**src/source/window_feeder_pkg.sv**
```systemverilog
package window_feeder_pkg;

    // --------------------
    // data and config field widths
    // --------------------

    // one feature word
    localparam int DATA_W = 32;

    // width or height field
    localparam int SIZE_W = 6;

    // tiled channel count field
    localparam int CHN_W = 4;

    // row stride, width times channels
    localparam int STRIDE_W = SIZE_W + CHN_W;

    // --------------------
    // memory sizes
    // --------------------

    // map RAM, 4096 words
    localparam int FM_AW = 12;

    // one row slot, stride limited to 256 words
    localparam int ROW_AW = 8;

    // --------------------
    // pipeline timing
    // --------------------

    // counter step to output beat
    localparam int PIPE_LAT = 3;
    localparam int DRAIN_W  = $clog2(PIPE_LAT);

    // sequencer states
    typedef enum logic [1:0] {
        ST_IDLE,
        ST_PREFILL,
        ST_STREAM,
        ST_DRAIN
    } seq_state_t;

endpackage

```
**src/source/scan_counter.sv**
```systemverilog
`timescale 1ns/1ps

module scan_counter (
    input  logic                                 clk,
    input  logic                                 rstn,
    input  logic [window_feeder_pkg::SIZE_W-1:0] cfg_width,
    input  logic [window_feeder_pkg::SIZE_W-1:0] cfg_height,
    input  logic [window_feeder_pkg::CHN_W-1:0]  cfg_channel,
    input  logic                                 cnt_clear,
    input  logic                                 cnt_step,
    input  logic                                 prefill,
    output logic                                 row_end,
    output logic                                 frame_end,
    output logic                                 pos_valid,
    output logic                                 pos_prefill,
    output logic [window_feeder_pkg::ROW_AW-1:0] row_offset,
    output logic                                 first_row,
    output logic                                 last_row,
    output logic                                 pos_row_end,
    output logic                                 fm_rd_en,
    output logic [window_feeder_pkg::FM_AW-1:0]  fm_rd_addr
);
    import window_feeder_pkg::*;

    // latched frame config
    logic [SIZE_W-1:0]   frame_width;
    logic [SIZE_W-1:0]   frame_height;
    logic [CHN_W-1:0]    frame_chn;
    logic [STRIDE_W-1:0] stride;

    // scan position, channel innermost
    logic [CHN_W-1:0]  chn;
    logic [SIZE_W-1:0] col;
    logic [SIZE_W-1:0] row;
    logic [ROW_AW-1:0] offset;
    logic [FM_AW-1:0]  row_base;

    logic last_chn;
    logic last_col;
    logic on_last_row;

    // --------------------
    // config, stride computed once per frame
    // --------------------
    always_ff @(posedge clk) begin
        if (cnt_clear) begin
            frame_width  <= cfg_width;
            frame_height <= cfg_height;
            frame_chn    <= cfg_channel;
            stride       <= STRIDE_W'(cfg_width) * STRIDE_W'(cfg_channel);
        end
    end

    // position flags
    assign last_chn    = (chn == frame_chn - 1'b1);
    assign last_col    = (col == frame_width - 1'b1);
    assign on_last_row = (row == frame_height - 1'b1);
    assign row_end     = last_chn && last_col;
    assign frame_end   = row_end && on_last_row;

    // --------------------
    // position counters
    // --------------------
    always_ff @(posedge clk or negedge rstn) begin
        if (!rstn) begin
            chn      <= '0;
            col      <= '0;
            row      <= '0;
            offset   <= '0;
            row_base <= '0;
        end else if (cnt_clear) begin
            chn      <= '0;
            col      <= '0;
            row      <= '0;
            offset   <= '0;
            row_base <= '0;
        end else if (cnt_step) begin
            if (row_end) begin
                chn    <= '0;
                col    <= '0;
                offset <= '0;
                // prefill wraps back onto row 0
                if (!prefill) begin
                    row      <= row + 1'b1;
                    row_base <= row_base + FM_AW'(stride);
                end
            end else if (last_chn) begin
                chn    <= '0;
                col    <= col + 1'b1;
                offset <= offset + 1'b1;
            end else begin
                chn    <= chn + 1'b1;
                offset <= offset + 1'b1;
            end
        end
    end

    // --------------------
    // stage 1 outputs
    // --------------------
    always_ff @(posedge clk or negedge rstn) begin
        if (!rstn) begin
            pos_valid   <= 1'b0;
            pos_prefill <= 1'b0;
            first_row   <= 1'b0;
            last_row    <= 1'b0;
            pos_row_end <= 1'b0;
            fm_rd_en    <= 1'b0;
        end else begin
            pos_valid   <= cnt_step;
            pos_prefill <= prefill;
            first_row   <= (row == '0);
            last_row    <= on_last_row;
            pos_row_end <= row_end;
            // nothing below the last row
            fm_rd_en    <= cnt_step && (prefill || !on_last_row);
        end
    end

    // offset and map address, below row while streaming
    always_ff @(posedge clk) begin
        row_offset <= offset;
        if (prefill) begin
            fm_rd_addr <= FM_AW'(offset);
        end else begin
            fm_rd_addr <= row_base + FM_AW'(stride) + FM_AW'(offset);
        end
    end

endmodule

```
**config.mk**
```make
export PLATFORM = sky130hd
export DESIGN_NAME = scan_counter
export DESIGN_NICKNAME = d
export VERILOG_FILES = /design/src/source/window_feeder_pkg.sv /design/src/source/scan_counter.sv
export SDC_FILE = /design/constraint.sdc
export NUM_CORES = 1
export LEC_CHECK = 0
export BUFFER_PORTS_ARGS = -buffer_cell sky130_fd_sc_hd__buf_2
export CORE_MARGIN = 2
export CORE_UTILIZATION = 54
export DETAILED_ROUTE_END_ITERATION = 8
export GPL_TIMING_DRIVEN = 1
export PLACE_DENSITY_LB_ADDON = 0.08
export SETUP_SLACK_MARGIN = 0.15
export SLEW_MARGIN = 20
export SYNTH_ARGS = -nofsm -noshare
export SYNTH_HDL_FRONTEND = slang
export SYNTH_SLANG_ARGS = --single-unit
```
**constraint.sdc**
```tcl
create_clock -name clk -period 2.9 [get_ports clk]
set_input_delay 0.58 -clock clk [delete_from_list [all_inputs] [get_ports clk]]
set_output_delay 0.58 -clock clk [all_outputs]
set_load 0.1 [all_outputs]
```
==> flow_summary_export.csv <==
group,metric,value,unit
placed_design,numPlacedInstances,692,
worst_setup_path,worstRegToRegCells,12,
synth,synth_area_leader_cell,"sky130_fd_sc_hd__dfrtp_1",
clock_tree,worst_skew_pair.late_latency,0.37,ns
clock_tree,clock_sinks,88,
routing,drt_iter0_markers,171,
routing,drt-total-wl,10.93,mm
run,max-cap-violations,0,
timing,timing.final.max_slew_violations,0,
global_route,grt_util_all_layers,21.89,%
worst_setup_path,worst-path-max-fanout,3,
pwr,power.ir.vdd_worst,0.0003240,V
layout,layout.filler_cells,669,
timing,rsz_0062_raised_after_global_routing,"yes",
die,dieArea,10250,sq um
synth,xor_and_xnor_fraction_of_the_mapped_netlist_area,9.262,%
routing,routed-via-count,3956,
clock_tree,tritoncts,"yes",
timing,timing.final.hold_violations,0,
die,die_y,101.2,um
global_route,grt_remaining_overflow,0,
die,chipWidth,101.2,um
die,rows,35,
clock_tree,cts.reportedPaths.clkPinSlew,0.09,ns
synth,synthesis.nets,572,
clock_tree,htree_levels,3,
global_route,antenna_found_initial,0,
layout,layoutNonFillerInstCount,731,
outcome,status,"finished, violations left",
timing,final.setup.worst_slack,-0.3129,ns
layout,area.growth.synth_to_final,30.36,%
die,io-pin-count,49,
worst_setup_path,worstPathRequired,2.32,ns
timing,worst_slew_slack_as_a_fraction_of_its_limit,60.35,%
clock_tree,cts-buffers-inserted,9,
synth,post_synth_mux_area_share,1.666,%
placed_design,pre_cts_ws,-0.2959,ns
worst_hold_path,worstHoldPathType,"in -> async",
placed_design,gp_routability_congestion,0.8758,
synth,sequential_share_of_the_synthesized_area,43.71,%
placed_design,postPlaceCellArea,5909,sq um
worst_setup_path,r2r-start,"stride[1]",
layout,n_antenna_cell,0,
worst_setup_path,timing.critical_path.to_type,"output port",
synth,synth_top_family_by_area,"simple AND/OR/NAND/NOR gates",
synth,synthAdderAreaFrac,13.97,%
routing,post-route-drc-count,0,
layout,postLayoutCoreUtil,72.38,%
layout,layout_commonest_cell,"sky130_fd_sc_hd__buf_4",
pwr,leakage,3.007,nW
synth,syn_area_per_cell,10.21,sq um
synth,synth_async_sr_flop_share,47.73,%
routing,avgViaCountPerCell,5.412,
routing,route.detailed.wl_per_inst,14.95,um
global_route,grt_pass1_wl,17.64,mm
layout,mostFrequentLayoutCells,"sky130_fd_sc_hd__buf_4 (58), sky130_fd_sc_hd__dfrtp_1 (42), sky130_fd_sc_hd__buf_2 (40)",
synth,most_area_consuming_cells_after_synthesis,"sky130_fd_sc_hd__dfrtp_1 (21%), sky130_fd_sc_hd__edfxtp_1 (15%), sky130_fd_sc_hd__ha_1 (10%), sky130_fd_sc_hd__dfxtp_1 (7.8%), sky130_fd_sc_hd__xnor2_1 (6.2%)",
clock_tree,cts-hold-fix-buffers,0,
placed_design,dp.final_hpwl,7.605,mm
layout,finish.net_count,687,
timing,max_freq,0.3112,GHz
synth,synth_cell_type_count,56,
die,core_region_area,9196,sq um
global_route,pin_count_of_the_biggest_net_entering_global_routing,43,
routing,drt_first_pass_iters,4,
synth,synth.yosys.warnings,0,
timing,transition_time_at_the_pin_with_the_least_slew_margin,0.5906,ns
timing,fin_crit_sh,110.8,%
timing,timing.hold.ws,0.1926,ns
worst_setup_path,cp_data_arrival_time,2.63,ns
placed_design,port_buffer_count,48,
synth,synth_simple_gate_area_share,15.73,%
pwr,power.density,495.0,nW/um^2
worst_setup_path,ff2ff_setup_slack,-0.05,ns
timing,clock_skew,0.01659,ns
synth,mappedNetlistArea,5106,sq um
layout,final_cell_area,6656,sq um
global_route,number_of_global_route_vias_before_repair,3827,
synth,synth_top_area_share,20.58,%
timing,finalSetupViolCount,8,
clock_tree,cts.path.max_buffers,2,
routing,detail-route-antenna-nets,0,
layout,share_of_post_route_cells_with_drive_strength_above_1,33.55,%
outcome,failing_checks,"negative setup slack",
worst_setup_path,reg_to_reg_end,"fm_rd_addr[11]",
worst_setup_path,crit_path_start_kind,"flip-flop",
synth,synth_enable_flop_cells,26,
synth,synth_seq_cells,88,
synth,ys.flop_type,"sky130_fd_sc_hd__dfrtp_1",
timing,final_period_minus_worst_setup_slack,3.213,ns
synth,post_synth_inst_count,500,
synth,synth_compound_area_share,12.40,%
worst_setup_path,critical_path_class,"reg -> out",
clock_tree,cts_root_buf,"sky130_fd_sc_hd__clkbuf_8",
die,initial_core_util,55.52,%
## kinds of logic (layout without fill, tap and decap cells)
| family | after synthesis | count (layout) |
|---|---|---|
| flip-flops | 88 | 88 |
| AND/OR/NAND/NOR | 157 | 157 |
| buffers and inverters | 44 | 164 |
| AO/OA/AOI/OAI | 98 | 98 |
| adder cells (fa/ha/maj) | 51 | 51 |
| XOR/XNOR | 54 | 54 |
| multiplexers | 8 | 8 |
## report_power, final
| part | leakage [nW] | total (mW) | internal [mW] | switching [mW] |
|---|---|---|---|---|
| Clock | 0.0965 | 0.883 | 0.423 | 0.460 |
| Combinational | 1.92 | 0.989 | 0.404 | 0.585 |
| Sequential | 0.987 | 1.42 | 1.37 | 0.0497 |
## worst max path at each step
stage | endpoint | start | slack (ns) | cells past startpoint
final | frame_end | frame_width[3] | -0.31 | 6
after CTS | frame_end | frame_width[3] | -0.33 | 6
after floorplan | stride[9] | cfg_width[2] | -0.02 | 11
after global routing | frame_end | frame_width[3] | -0.40 | 6
after detailed placement | stride[8] | cfg_width[2] | -0.30 | 13
after global placement | stride[8] | cfg_width[2] | -0.23 | 13
## sequential cells by signal (all words and copies together), names as in the netlist
| signal | flops |
|---|---|
| row_base | 12 |
| pos_prefill | 1 |
| fm_rd_en | 1 |
| offset | 8 |
| row_offset | 8 |
| fm_rd_addr | 12 |
| last_row | 1 |
| frame_chn | 4 |
| row | 6 |
| chn | 4 |
| pos_row_end | 1 |
| frame_height | 6 |
| col | 6 |
| frame_width | 6 |
| stride | 10 |
| pos_valid | 1 |
| first_row | 1 |
## per-layer routing
layer	track usage, %	wire, um	vias up
met3	4.693	335	18
met5	0	0	-
met2	37.14	5600	59
met1	28.39	4813	1911
li1	-	-	1968
met4	6.341	177	0
## Yosys cell counts (2+ instances only)
cell type,number
sky130_fd_sc_hd__a211oi_1,6
sky130_fd_sc_hd__a21o_1,8
sky130_fd_sc_hd__a21oi_1,34
sky130_fd_sc_hd__and2_1,20
sky130_fd_sc_hd__and3_1,2
sky130_fd_sc_hd__clkbuf_1,9
sky130_fd_sc_hd__dfrtp_1,42
sky130_fd_sc_hd__dfxtp_1,20
sky130_fd_sc_hd__edfxtp_1,26
sky130_fd_sc_hd__fa_1,10
sky130_fd_sc_hd__ha_1,41
sky130_fd_sc_hd__inv_1,33
sky130_fd_sc_hd__mux2_2,3
sky130_fd_sc_hd__mux2i_1,4
sky130_fd_sc_hd__nand2_1,44
sky130_fd_sc_hd__nand2b_1,4
sky130_fd_sc_hd__nand3_1,12
sky130_fd_sc_hd__nand4_1,2
sky130_fd_sc_hd__nor2_1,41
sky130_fd_sc_hd__nor2b_1,3
sky130_fd_sc_hd__nor3_1,9
sky130_fd_sc_hd__nor3b_1,3
sky130_fd_sc_hd__nor4b_2,2
sky130_fd_sc_hd__o21a_1,4
sky130_fd_sc_hd__o21ai_0,20
sky130_fd_sc_hd__o21ai_1,2
sky130_fd_sc_hd__o21bai_1,7
sky130_fd_sc_hd__o31ai_1,5
sky130_fd_sc_hd__or3_1,4
sky130_fd_sc_hd__or4_1,2
sky130_fd_sc_hd__xnor2_1,36
sky130_fd_sc_hd__xor2_1,18
## per-stage QoR
stage / setup TNS [ns] / power, mW
after floorplan: -0.03008 / 2.066
after global placement: -0.9945 / 2.297
after detailed placement: -1.264 / 2.321
after CTS: -0.6932 / 3.237
after global routing: -2.585 / 3.450
final: -0.7706 / 3.295
## critical path: stages (launching register included)
cell and delay [ns]:
sky130_fd_sc_hd__edfxtp_1 0.41, sky130_fd_sc_hd__or4_4 0.55, sky130_fd_sc_hd__or3_4 0.35, sky130_fd_sc_hd__a2111oi_4 0.39
sky130_fd_sc_hd__nand3_2 0.22, sky130_fd_sc_hd__nor2_4 0.16, sky130_fd_sc_hd__buf_12 0.18
## cell type report
cell class | instances | area (sq um) | area share, %
sequential | 88 | 2232 | 33.53
clock inverter | 6 | 66.31 | 0.9962
timing repair buffer | 114 | 888.4 | 13.35
tap | 111 | 138.9 | 2.086
clock buffer | 10 | 137.6 | 2.068
multi-input combinational | 368 | 3060 | 45.98
inverter | 34 | 132.6 | 1.992
## what timing repair did
action                                  4_1_cts  5_1_grt
resized for setup                            38       49
pin swaps                                    28       32
endpoints found under the setup margin       22       35
cloned                                        1        0
setup buffers                                 9       13
Power figures use the tool's default switching activity.
