## config.mk

```make
export PLATFORM = sky130hd
export DESIGN_NAME = window_sequencer
export DESIGN_NICKNAME = d
export VERILOG_FILES = /design/src/source/window_feeder_pkg.sv /design/src/source/window_sequencer.sv
export SDC_FILE = /design/constraint.sdc
export NUM_CORES = 1
export LEC_CHECK = 0
export ABC_AREA = 1
export ABC_CLOCK_PERIOD_IN_PS = 1000
export BUFFER_PORTS_ARGS = -buffer_cell sky130_fd_sc_hd__buf_2
export CELL_PAD_IN_SITES_DETAIL_PLACEMENT = 0
export CELL_PAD_IN_SITES_GLOBAL_PLACEMENT = 1
export CORE_AREA = 2 2 39 41
export CTS_CLUSTER_DIAMETER = 60
export CTS_CLUSTER_SIZE = 12
export DETAILED_ROUTE_END_ITERATION = 6
export DIE_AREA = 0 0 41 43
export GPL_TIMING_DRIVEN = 1
export PLACE_DENSITY = 0.72
export SYNTH_ARGS = -nofsm -noshare
export SYNTH_HDL_FRONTEND = slang
export SYNTH_SLANG_ARGS = --single-unit
```

## constraint.sdc

```tcl
create_clock -name clk -period 1 [get_ports clk]
set_input_delay 0.1 -clock clk [delete_from_list [all_inputs] [get_ports clk]]
set_output_delay 0.1 -clock clk [all_outputs]
set_load 0.05 [all_outputs]
```

## src/source/window_feeder_pkg.sv

```systemverilog
package window_feeder_pkg;

    // --------------------
    // data and config field widths
    // --------------------

    // one feature word
    localparam int DATA_W = 32;

    // width or height field
    localparam int SIZE_W = 6;

    // tiled channel count field
    localparam int CHN_W = 4;

    // row stride, width times channels
    localparam int STRIDE_W = SIZE_W + CHN_W;

    // --------------------
    // memory sizes
    // --------------------

    // map RAM, 4096 words
    localparam int FM_AW = 12;

    // one row slot, stride limited to 256 words
    localparam int ROW_AW = 8;

    // --------------------
    // pipeline timing
    // --------------------

    // counter step to output beat
    localparam int PIPE_LAT = 3;
    localparam int DRAIN_W  = $clog2(PIPE_LAT);

    // sequencer states
    typedef enum logic [1:0] {
        ST_IDLE,
        ST_PREFILL,
        ST_STREAM,
        ST_DRAIN
    } seq_state_t;

endpackage

```

## src/source/window_sequencer.sv

```systemverilog
`timescale 1ns/1ps

module window_sequencer (
    input  logic clk,
    input  logic rstn,
    input  logic start,
    input  logic row_end,
    input  logic frame_end,
    output logic cnt_clear,
    output logic cnt_step,
    output logic prefill,
    output logic busy,
    output logic done
);
    import window_feeder_pkg::*;

    seq_state_t state;
    seq_state_t state_nxt;

    // drain wait counter
    logic [DRAIN_W-1:0] drain_cnt;
    logic               drain_last;

    // last beat leaves the pipe on this drain cycle
    assign drain_last = (drain_cnt == DRAIN_W'(PIPE_LAT - 1));

    // --------------------
    // next state
    // --------------------
    always_comb begin
        state_nxt = state;
        case (state)
            // start only seen here, ignored while busy
            ST_IDLE: begin
                if (start) begin
                    state_nxt = ST_PREFILL;
                end
            end
            // single row walk, ends on last column and channel
            ST_PREFILL: begin
                if (row_end) begin
                    state_nxt = ST_STREAM;
                end
            end
            // full raster walk
            ST_STREAM: begin
                if (frame_end) begin
                    state_nxt = ST_DRAIN;
                end
            end
            // wait for in-flight positions
            ST_DRAIN: begin
                if (drain_last) begin
                    state_nxt = ST_IDLE;
                end
            end
            default: begin
                state_nxt = ST_IDLE;
            end
        endcase
    end

    // --------------------
    // state, drain count and done
    // --------------------
    always_ff @(posedge clk or negedge rstn) begin
        if (!rstn) begin
            state     <= ST_IDLE;
            drain_cnt <= '0;
            done      <= 1'b0;
        end else begin
            state <= state_nxt;
            // counts only inside drain
            if (state == ST_DRAIN) begin
                drain_cnt <= drain_cnt + 1'b1;
            end else begin
                drain_cnt <= '0;
            end
            // one cycle after the last beat
            done <= (state == ST_DRAIN) && drain_last;
        end
    end

    // counter controls
    // clear also latches the config on the start cycle
    assign cnt_clear = (state == ST_IDLE) && start;
    assign cnt_step  = (state == ST_PREFILL) || (state == ST_STREAM);
    assign prefill   = (state == ST_PREFILL);

    // falls together with done
    assign busy = (state != ST_IDLE);

endmodule
```

==> results by group, run 1 <==
Drt
  – DRT antenna net count: 0
  – WL per Instance: roughly 8.5 µm
  – Detailed Route Iter0 Violations: 3
  – Final WL: between 600 and 700 µm
  – DR DRC count: 0
  – Vias per inst: a little under 4
  – Total number of vias: about 310
  – DRT Pass-1 Iters: 2

Final layout
  – Most frequent cells in the layout: 7 x inv_1, 7 x buf_4, 6 x nand2_1
  – Nets@finish: 75
  – Layout Cells excl Fill: 79
  – Antenna cell count: 0
  – Layout cells sized above 1: 0.603
  – Area growth syn-to-layout: 85.3%
  – Filler instances: approximately 140

Floorplanning
  – DIE HEIGHT: approximately 43 µm
  – Die W: approximately 41 µm
  – Initial Util: 0.247
  – Rows: 14
  – Boundary Pins: 10
  – Die area: between 1500 and 2000 µm²
  – Total core area: 1380 µm²

Timing
  – Worst rel slew slack: 0.837
  – PnR worst setup slack: -266 ps
  – Unrepaired setup endpoints after global routing: yes
  – Max-slew violations: 0
  – FMAX: 0.790 GHz
  – Tcrit/Tclk final: 1.27
  – Final setup viols: 9
  – Tmin final: approximately 1300 ps
  – Skew final: 0.904 ps
  – Final Hold Viols: 0
  – Worst-margin pin slew: 246 ps

Clocking
  – Max Root-Sink Buffers: 2
  – CTS tree: yes
  – H-Tree Depth: 1
  – Clk sinks: 5
  – CTS root buffer: clkbuf_4
  – Worst-skew pair later-pin latency: ~230 ps
  – Reg clk slew, reported paths: around 40 ps
  – Num CTS Buffers: 3

Placed design
  – DP HPWL: approximately 490 µm
  – Number of port buffers: 9
  – Placed Cells: slightly below 70
  – GPL Wtd Cong: 0.697

GRT
  – Initial antenna violation count: 0
  – Largest net degree at the start of global routing: 6
  – GR Overflow Total: 0
  – Tot GR Track Use: 0.0832
  – First-pass GRT wire length: ~1000 µm
  – Vias in the first global route: between 200 and 300

Yosys
  – Yosys Warn Count: 0
  – Mean Syn Cell Area: ~8.5 µm²
  – Yosys reg bits: 5
  – Synthesized area: 342 µm²
  – Syn Inst Count: 40
  – Distinct cells, synth: 10
  – Sequential share of the synthesized area: 0.366
  – Syn nets: 51

Setup path
  – CP max FO: 3
  – Crit-path leading delay family: flip-flops
  – Worst Path Arrival: approximately 1200 ps
  – Worst setup SP type: register
  – Crit path capture type: primary output
  – Crit path required time: approximately 900 ps
  – CP Class: register to primary output
  – Worst Path Buf+Inv: 3
  – Cells along the critical path: inv_2 -> ha_4 -> nand2_4 -> clkinvlp_4 -> buf_8
  – CP max-delay cell: dfrtp_1
  – Critical path's largest stage delay: between 300 and 400 ps

Power
  – VDD IR max: between 0.001 and 0.0015 V
  – Power Dens Cells: ~3700 nW/µm²
  – Design Power: roughly 2.3 mW
  – P_leak: 0.330 nW

Status
  – Status: complete, but fails checks
  – Failing checks: negative setup slack

Worst hold path
  – Worst min path class: input port to async pin

Flow run
  – Max cap viols: 0
## stage by stage
stage          area, µm²  setup WS [ps]  setup TNS [ps]  hold slack (ps)  utilization
5_1_grt              633           -310           -1980              204        0.458
3_3_place_gp         469           -158            -634            -79.7        0.339
6_report             633           -266           -1610              212        0.458
2_1_floorplan        382           -133            -363             -196            -
4_1_cts              584           -287           -1530              205        0.422
3_5_place_dp         469           -168            -695            -81.0        0.339
## power by group
group	internal (mW)	total, mW	switching [mW]
logic	0.831	1.80	0.967
clock network	0.150	0.217	0.0672
registers	0.272	0.323	0.0503
total	1.25	2.34	1.08
## sequential cells by signal (all words and copies together), names as in the netlist
register   flops
drain_cnt      2
state          2
done           1
## metal layers
metal / up-vias / global-route usage / share of wire
met2: 8 / 0.138 / 0.53
met3: 0 / 0.0157 / 0.040
met1: 138 / 0.0963 / 0.43
met4: 0 / 0.0400 / 0
met5: - / 0 / 0
li1: 160 / - / -
## final cells by class
cell class | count | area (µm²) | share of cell area
inverter | 11 | 48.8 | 0.0771
sequential | 5 | 125 | 0.198
multi-input combinational | 24 | 246 | 0.389
timing repair buffer | 19 | 166 | 0.263
tap | 16 | 20.0 | 0.0316
clock buffer | 4 | 26.3 | 0.0415
## final timing paths
| check | depth (start not counted) | from | slack [ps] | end |
|---|---|---|---|---|
| worst max-delay path | 5 | state[0]$_DFFE_PN0P_ | -270 | cnt_clear |
| worst min-delay path | 2 | rstn | 210 | done$_DFF_PN0_ |
| worst max register to register | 7 | state[0]$_DFFE_PN0P_ | -230 | state[1]$_DFFE_PN0P_ |
| worst min register to register | 1 | drain_cnt[0]$_DFF_PN0_ | 420 | drain_cnt[0]$_DFF_PN0_ |
| max in group asynchronous | 2 | rstn | 660 | drain_cnt[1]$_DFF_PN0_ |
| min in group clk | 6 | row_end | 330 | state[0]$_DFFE_PN0P_ |
## synth_stat cells
master	n	area, µm²
nand2_2	2	12.5
nand2_4	2	22.5
nor2_1	2	7.51
nor2_4	1	11.3
dfrtp_1	5	125
or2_1	1	6.26
nand2_1	8	30.0
inv_1	11	41.3
ha_1	6	75.1
o21ai_1	2	10.0
## worst reg2reg max path, cell delays in order (launching register included)
cell	delay [ps]
dfrtp_1	390
inv_2	80
ha_4	180
buf_4	140
nand2_4	60
nand2_4	60
o21ai_1	130
nand2_1	60
## cells by family (layout without fill, tap and decap cells)
kind of cell	count (synthesis)	in the layout	share of synthesized area
adder cells (fa/ha/maj)	6	6	0.220
flip-flops	5	5	0.366
buffers and inverters	11	34	0.121
AO/OA/AOI/OAI	2	2	0.0293
AND/OR/NAND/NOR	16	16	0.264
## timing repair
item | 4_1_cts | 5_1_grt
hold buffers | 1 | 0
resized for setup | 15 | 5
endpoints found under the hold margin | 5 | 0
setup buffers | 3 | 3
endpoints found under the setup margin | 6 | 9
pin swaps | 4 | 8
(Power assumes the default switching activity.)
==> inputs of run 2 (changes only) <==
ABC_CLOCK_PERIOD_IN_PS = 1320   (was 1000)
PLACE_DENSITY = 0.7   (was 0.72)
clock period = 1.32 ns   (was 1 ns; I/O delays follow)
==> results by group, run 2 (synthesis gave the netlist of run 1 again) <==
Final layout
  – Area growth syn-to-layout: 47.6%
  – Layout cells sized above 1: 0.446
  – Layout Cells excl Fill: approximately 70
  – Most frequent cells in the layout: 8 x inv_1, 7 x nand2_1, 5 x dfrtp_1, 5 x buf_2, 4 x ha_1
  – Largest regs: drain_cnt (2), state (2), done (1)
  – Antenna cell count: 0
  – Nets@finish: 68
  – Most common cell after layout, fill and taps aside: inv_1

Clocking
  – Num CTS Buffers: 3
  – Reg clk slew, reported paths: ~50 ps
  – CTS tree: yes
  – CTS root buffer: clkbuf_4
  – Worst-skew pair later-pin latency: roughly 250 ps
  – Clk sinks: 5
  – H-Tree Depth: 1
  – Max Root-Sink Buffers: 2

Timing
  – Tmin final: about 1300 ps
  – Tcrit/Tclk final: 0.984
  – Final setup viols: 0
  – Worst-margin pin slew: about 250 ps
  – Final Hold Viols: 0
  – FMAX: between 0.7 and 0.8 GHz
  – Max-slew violations: 0
  – Skew final: around 5.7 ps
  – Worst rel slew slack: 0.836
  – Unrepaired setup endpoints after global routing: yes

Drt
  – DRT antenna net count: 0
  – Detailed Route Iter0 Violations: 5
  – Total number of vias: between 200 and 300
  – Vias per inst: 3.76
  – WL per Instance: around 8.1 µm
  – Final WL: between 500 and 600 µm
  – DRT Pass-1 Iters: 4
  – DR DRC count: 0

Setup path
  – R2R setup slack: ~80 ps
  – Worst R2R Start: state[0]$_DFFE_PN0P_
  – Cells along the critical path: inv_2 -> ha_4 -> nand2_2 -> inv_2 -> buf_8
  – Crit path capture type: primary output
  – CP dominant cell by count: inv_2
  – Critical path's largest stage delay: between 400 and 500 ps
  – CP Class: register to primary output
  – RR Endpoint: state[1]$_DFFE_PN0P_
  – Worst setup SP type: register
  – Worst Path Arrival: 1170 ps
  – CP max-delay cell: dfrtp_1
  – Crit. Startpoint: state[1]$_DFFE_PN0P_
  – CP max FO: 4
  – Crit path required time: 1190 ps
  – Path depth of the worst reg2reg path: 6

GRT
  – Tot GR Track Use: 0.0890
  – GR Overflow Total: 0
  – Vias in the first global route: 229
  – Largest net degree at the start of global routing: 6
  – Initial antenna violation count: 0
  – First-pass GRT wire length: 903 µm

Floorplanning
  – Boundary Pins: 10
  – Total core area: approximately 1400 µm²
  – Rows: 14
  – Initial Util: 0.247
  – Die area: about 1800 µm²
  – Die W: slightly above 40 µm
  – DIE HEIGHT: ~43 µm

Placed design
  – Placed Cells: 65
  – GPL Wtd Cong: just over 0.7
  – DP HPWL: between 400 and 500 µm
  – Number of port buffers: 9

Flow run
  – Max cap viols: 0

Worst hold path
  – Worst min path class: input port to async pin

Status
  – Status: complete, no violations
run 2: cell types whose count changed in the layout (fill, tap and decap cells not counted), sizes merged:
cell / change
buf: -7
inv: +2
clkinvlp: -2
run 2: worst max-delay path, delay by kind of cell, from the launching register on:
| kind | cells | cell delay (ps) |
|---|---|---|
| flops | 1 | 410 |
| buf+inv | 3 | 300 |
| simple gates | 1 | 60 |
| fa+ha+maj | 1 | 150 |
run 2: routing by layer:
layer,vias to the layer above,GRT usage,part of all wire
met2,6,0.0969,0.50
met1,115,0.0987,0.42
met4,0,0.120,0.046
li1,147,-,-
met3,3,0.0471,0.032
met5,-,0,0
run 2: how the worst max path moves through the flow:
stage / to / depth (start not counted) / slack, ps
finish: cnt_clear / 5 / 20
global route: cnt_clear / 5 / -30
CTS: cnt_clear / 5 / 4
detailed placement: cnt_clear / 5 / 110
global placement: state[1]$_DFFE_PN0P_ / 6 / 110
floorplan: state[1]$_DFFE_PN0P_ / 7 / 30
run 2: area by class of cell:
type	instances	area (µm²)
flip-flops and latches	5	125
well taps	16	20.0
clock buffers	4	26.3
multi-input cells	24	193
fillers	148	880
repair buffers	12	98.8
inverters	11	41.3
run 2: what timing repair did:
action | 4_1_cts | 5_1_grt
gates cloned | 0 | 0
hold buffers | 1 | 0
setup endpoints to repair | 4 | 4
hold endpoints to repair | 5 | 0
gates resized for setup | 10 | 5
buffers inserted | 0 | 2
pin swaps | 1 | 2
run 2: through the flow:
step	hold WS [ps]	cell area (µm²)	utilization	TNS [ps]	setup slack, ps
6_report	217	504	0.364	0	21.4
5_1_grt	245	504	0.364	-49.6	-28.3
4_1_cts	225	475	0.344	0	4.36
3_5_place_dp	-49.4	409	0.296	0	109
3_3_place_gp	-53.6	409	0.296	0	106
2_1_floorplan	-164	344	-	0	32.7
Power of run 2 is left out: the tool's default activity adds up to more than one toggle a clock period on the data nets, which glitch-free logic cannot reach.
==> inputs of run 3 (changes only) <==
ABC_CLOCK_PERIOD_IN_PS = 1250   (was 1320)
clock period = 1.25 ns   (was 1.32 ns; I/O delays follow)
==> results by group, run 3 (synthesis gave the netlist of run 1 again) <==
Timing
  – Tcrit/Tclk final: 1.03
  – PnR worst setup slack: -32.8 ps
  – Unrepaired setup endpoints after global routing: yes
  – Worst-margin pin slew: ~250 ps
  – Skew final: about 5.1 ps
  – Tmin final: 1280 ps
  – Final Hold Viols: 0
  – Final setup viols: 1
  – Worst rel slew slack: 0.833
  – Max-slew violations: 0
  – FMAX: 0.780 GHz

Drt
  – DRT Pass-1 Iters: 3
  – DRT antenna net count: 0
  – Vias per inst: 3.97
  – Total number of vias: 290
  – WL per Instance: a little over 8 µm
  – Final WL: about 600 µm
  – Detailed Route Iter0 Violations: 2
  – DR DRC count: 0

Setup path
  – Worst setup SP type: register
  – Crit path required time: 1120 ps
  – CP Class: register to primary output
  – Crit path capture type: primary output
  – Worst Path Arrival: about 1200 ps
  – CP max FO: 3
  – Path depth of the worst reg2reg path: 6

Clocking
  – Num CTS Buffers: 3
  – CTS root buffer: clkbuf_4
  – Worst-skew pair later-pin latency: roughly 240 ps
  – Reg clk slew, reported paths: 40 ps
  – CTS tree: yes
  – H-Tree Depth: 1
  – Max Root-Sink Buffers: 2
  – Clk sinks: 5

Floorplanning
  – Initial Util: 0.247
  – Boundary Pins: 10
  – DIE HEIGHT: about 43 µm
  – Rows: 14
  – Die area: between 1500 and 2000 µm²
  – Die W: between 40 and 50 µm
  – Total core area: between 1000 and 1500 µm²

Final layout
  – Most frequent cells in the layout: 8 x inv_1, 6 x nand2_1, 5 x dfrtp_1, 5 x buf_2, 4 x nand2_2
  – Largest regs: drain_cnt (2), state (2), done (1)
  – Filler instances: approximately 150
  – Area growth syn-to-layout: 56.4%
  – Layout cells sized above 1: 0.509
  – Post-layout util: 0.386
  – Most common cell after layout, fill and taps aside: inv_1
  – Nets@finish: between 60 and 70
  – Antenna cell count: 0

GRT
  – Initial antenna violation count: 0
  – Tot GR Track Use: 0.0910
  – GR Overflow Total: 0
  – Vias in the first global route: just under 300
  – First-pass GRT wire length: around 1000 µm
  – Largest net degree at the start of global routing: 6

Worst hold path
  – Worst min path class: input port to async pin

Flow run
  – Max cap viols: 0

Placed design
  – GPL Wtd Cong: ~0.7
  – DP HPWL: about 440 µm
  – Number of port buffers: 9

Status
  – Status: complete, but fails checks
  – Failing checks: negative setup slack
==> run 3: changes by cell type in the layout (fill, tap and decap cells not counted) <==
cell / change
buf_8: +1
nand2_1: -1
ha_4: +1
buf_6: -1
o21ai_2: +1
buf_4: +1
o21ai_1: -1
ha_1: -1
nand2_2: +1
==> run 3: stage by stage <==
step	setup WS, ps	hold slack [ps]	cell area, µm²	TNS [ps]	std cells
finish	-32.8	231	534	-32.8	73
floorplan	54.4	-171	357	0	40
detailed placement	27.1	-53.9	429	0	66
CTS	-27.6	219	519	-27.6	73
global route	-91.2	223	534	-225	73
global placement	47.5	-56.9	429	0	66
==> run 3: worst max-delay path, stage by stage, from the launching register on <==
cell and delay (ps):
dfrtp_1 400, inv_2 110, ha_4 160, nand2_2 50, inv_2 60, buf_8 140
==> run 3: worst paths after layout <==
kind	from	endpoint	slack, ps
worst max-delay path	state[0]$_DFFE_PN0P_	cnt_clear	-30
worst min-delay path	rstn	done$_DFF_PN0_	230
worst max register to register	state[0]$_DFFE_PN0P_	state[0]$_DFFE_PN0P_	60
worst min register to register	drain_cnt[0]$_DFF_PN0_	drain_cnt[0]$_DFF_PN0_	430
max in group asynchronous	rstn	state[1]$_DFFE_PN0P_	880
min in group clk	row_end	state[1]$_DFFE_PN0P_	320
==> run 3: cell type report <==
cell class / count / area [µm²] / share of cell area
Timing Repair Buffer: 13 / 110 / 0.206
Multi-Input combinational cell: 24 / 211 / 0.396
Tap cell: 16 / 20.0 / 0.0375
Inverter: 11 / 41.3 / 0.0773
Clock buffer: 4 / 26.3 / 0.0492
Sequential cell: 5 / 125 / 0.234
==> run 3: repair_timing <==
action	CTS	global route
endpoints found under the setup margin	4	6
setup buffers	2	0
hold buffers	1	0
hold endpoints to repair	5	0
pin swaps	2	4
gates resized for setup	12	6
==> run 3: layer usage <==
metal / global-route usage / up-vias / share of wire
met3: 0.0628 / 0 / 0.059
li1: - / 147 / -
met1: 0.0954 / 136 / 0.40
met2: 0.144 / 7 / 0.54
met4: 0.0200 / 0 / 0
met5: 0 / - / 0
Power of run 3 is left out for the same reason.
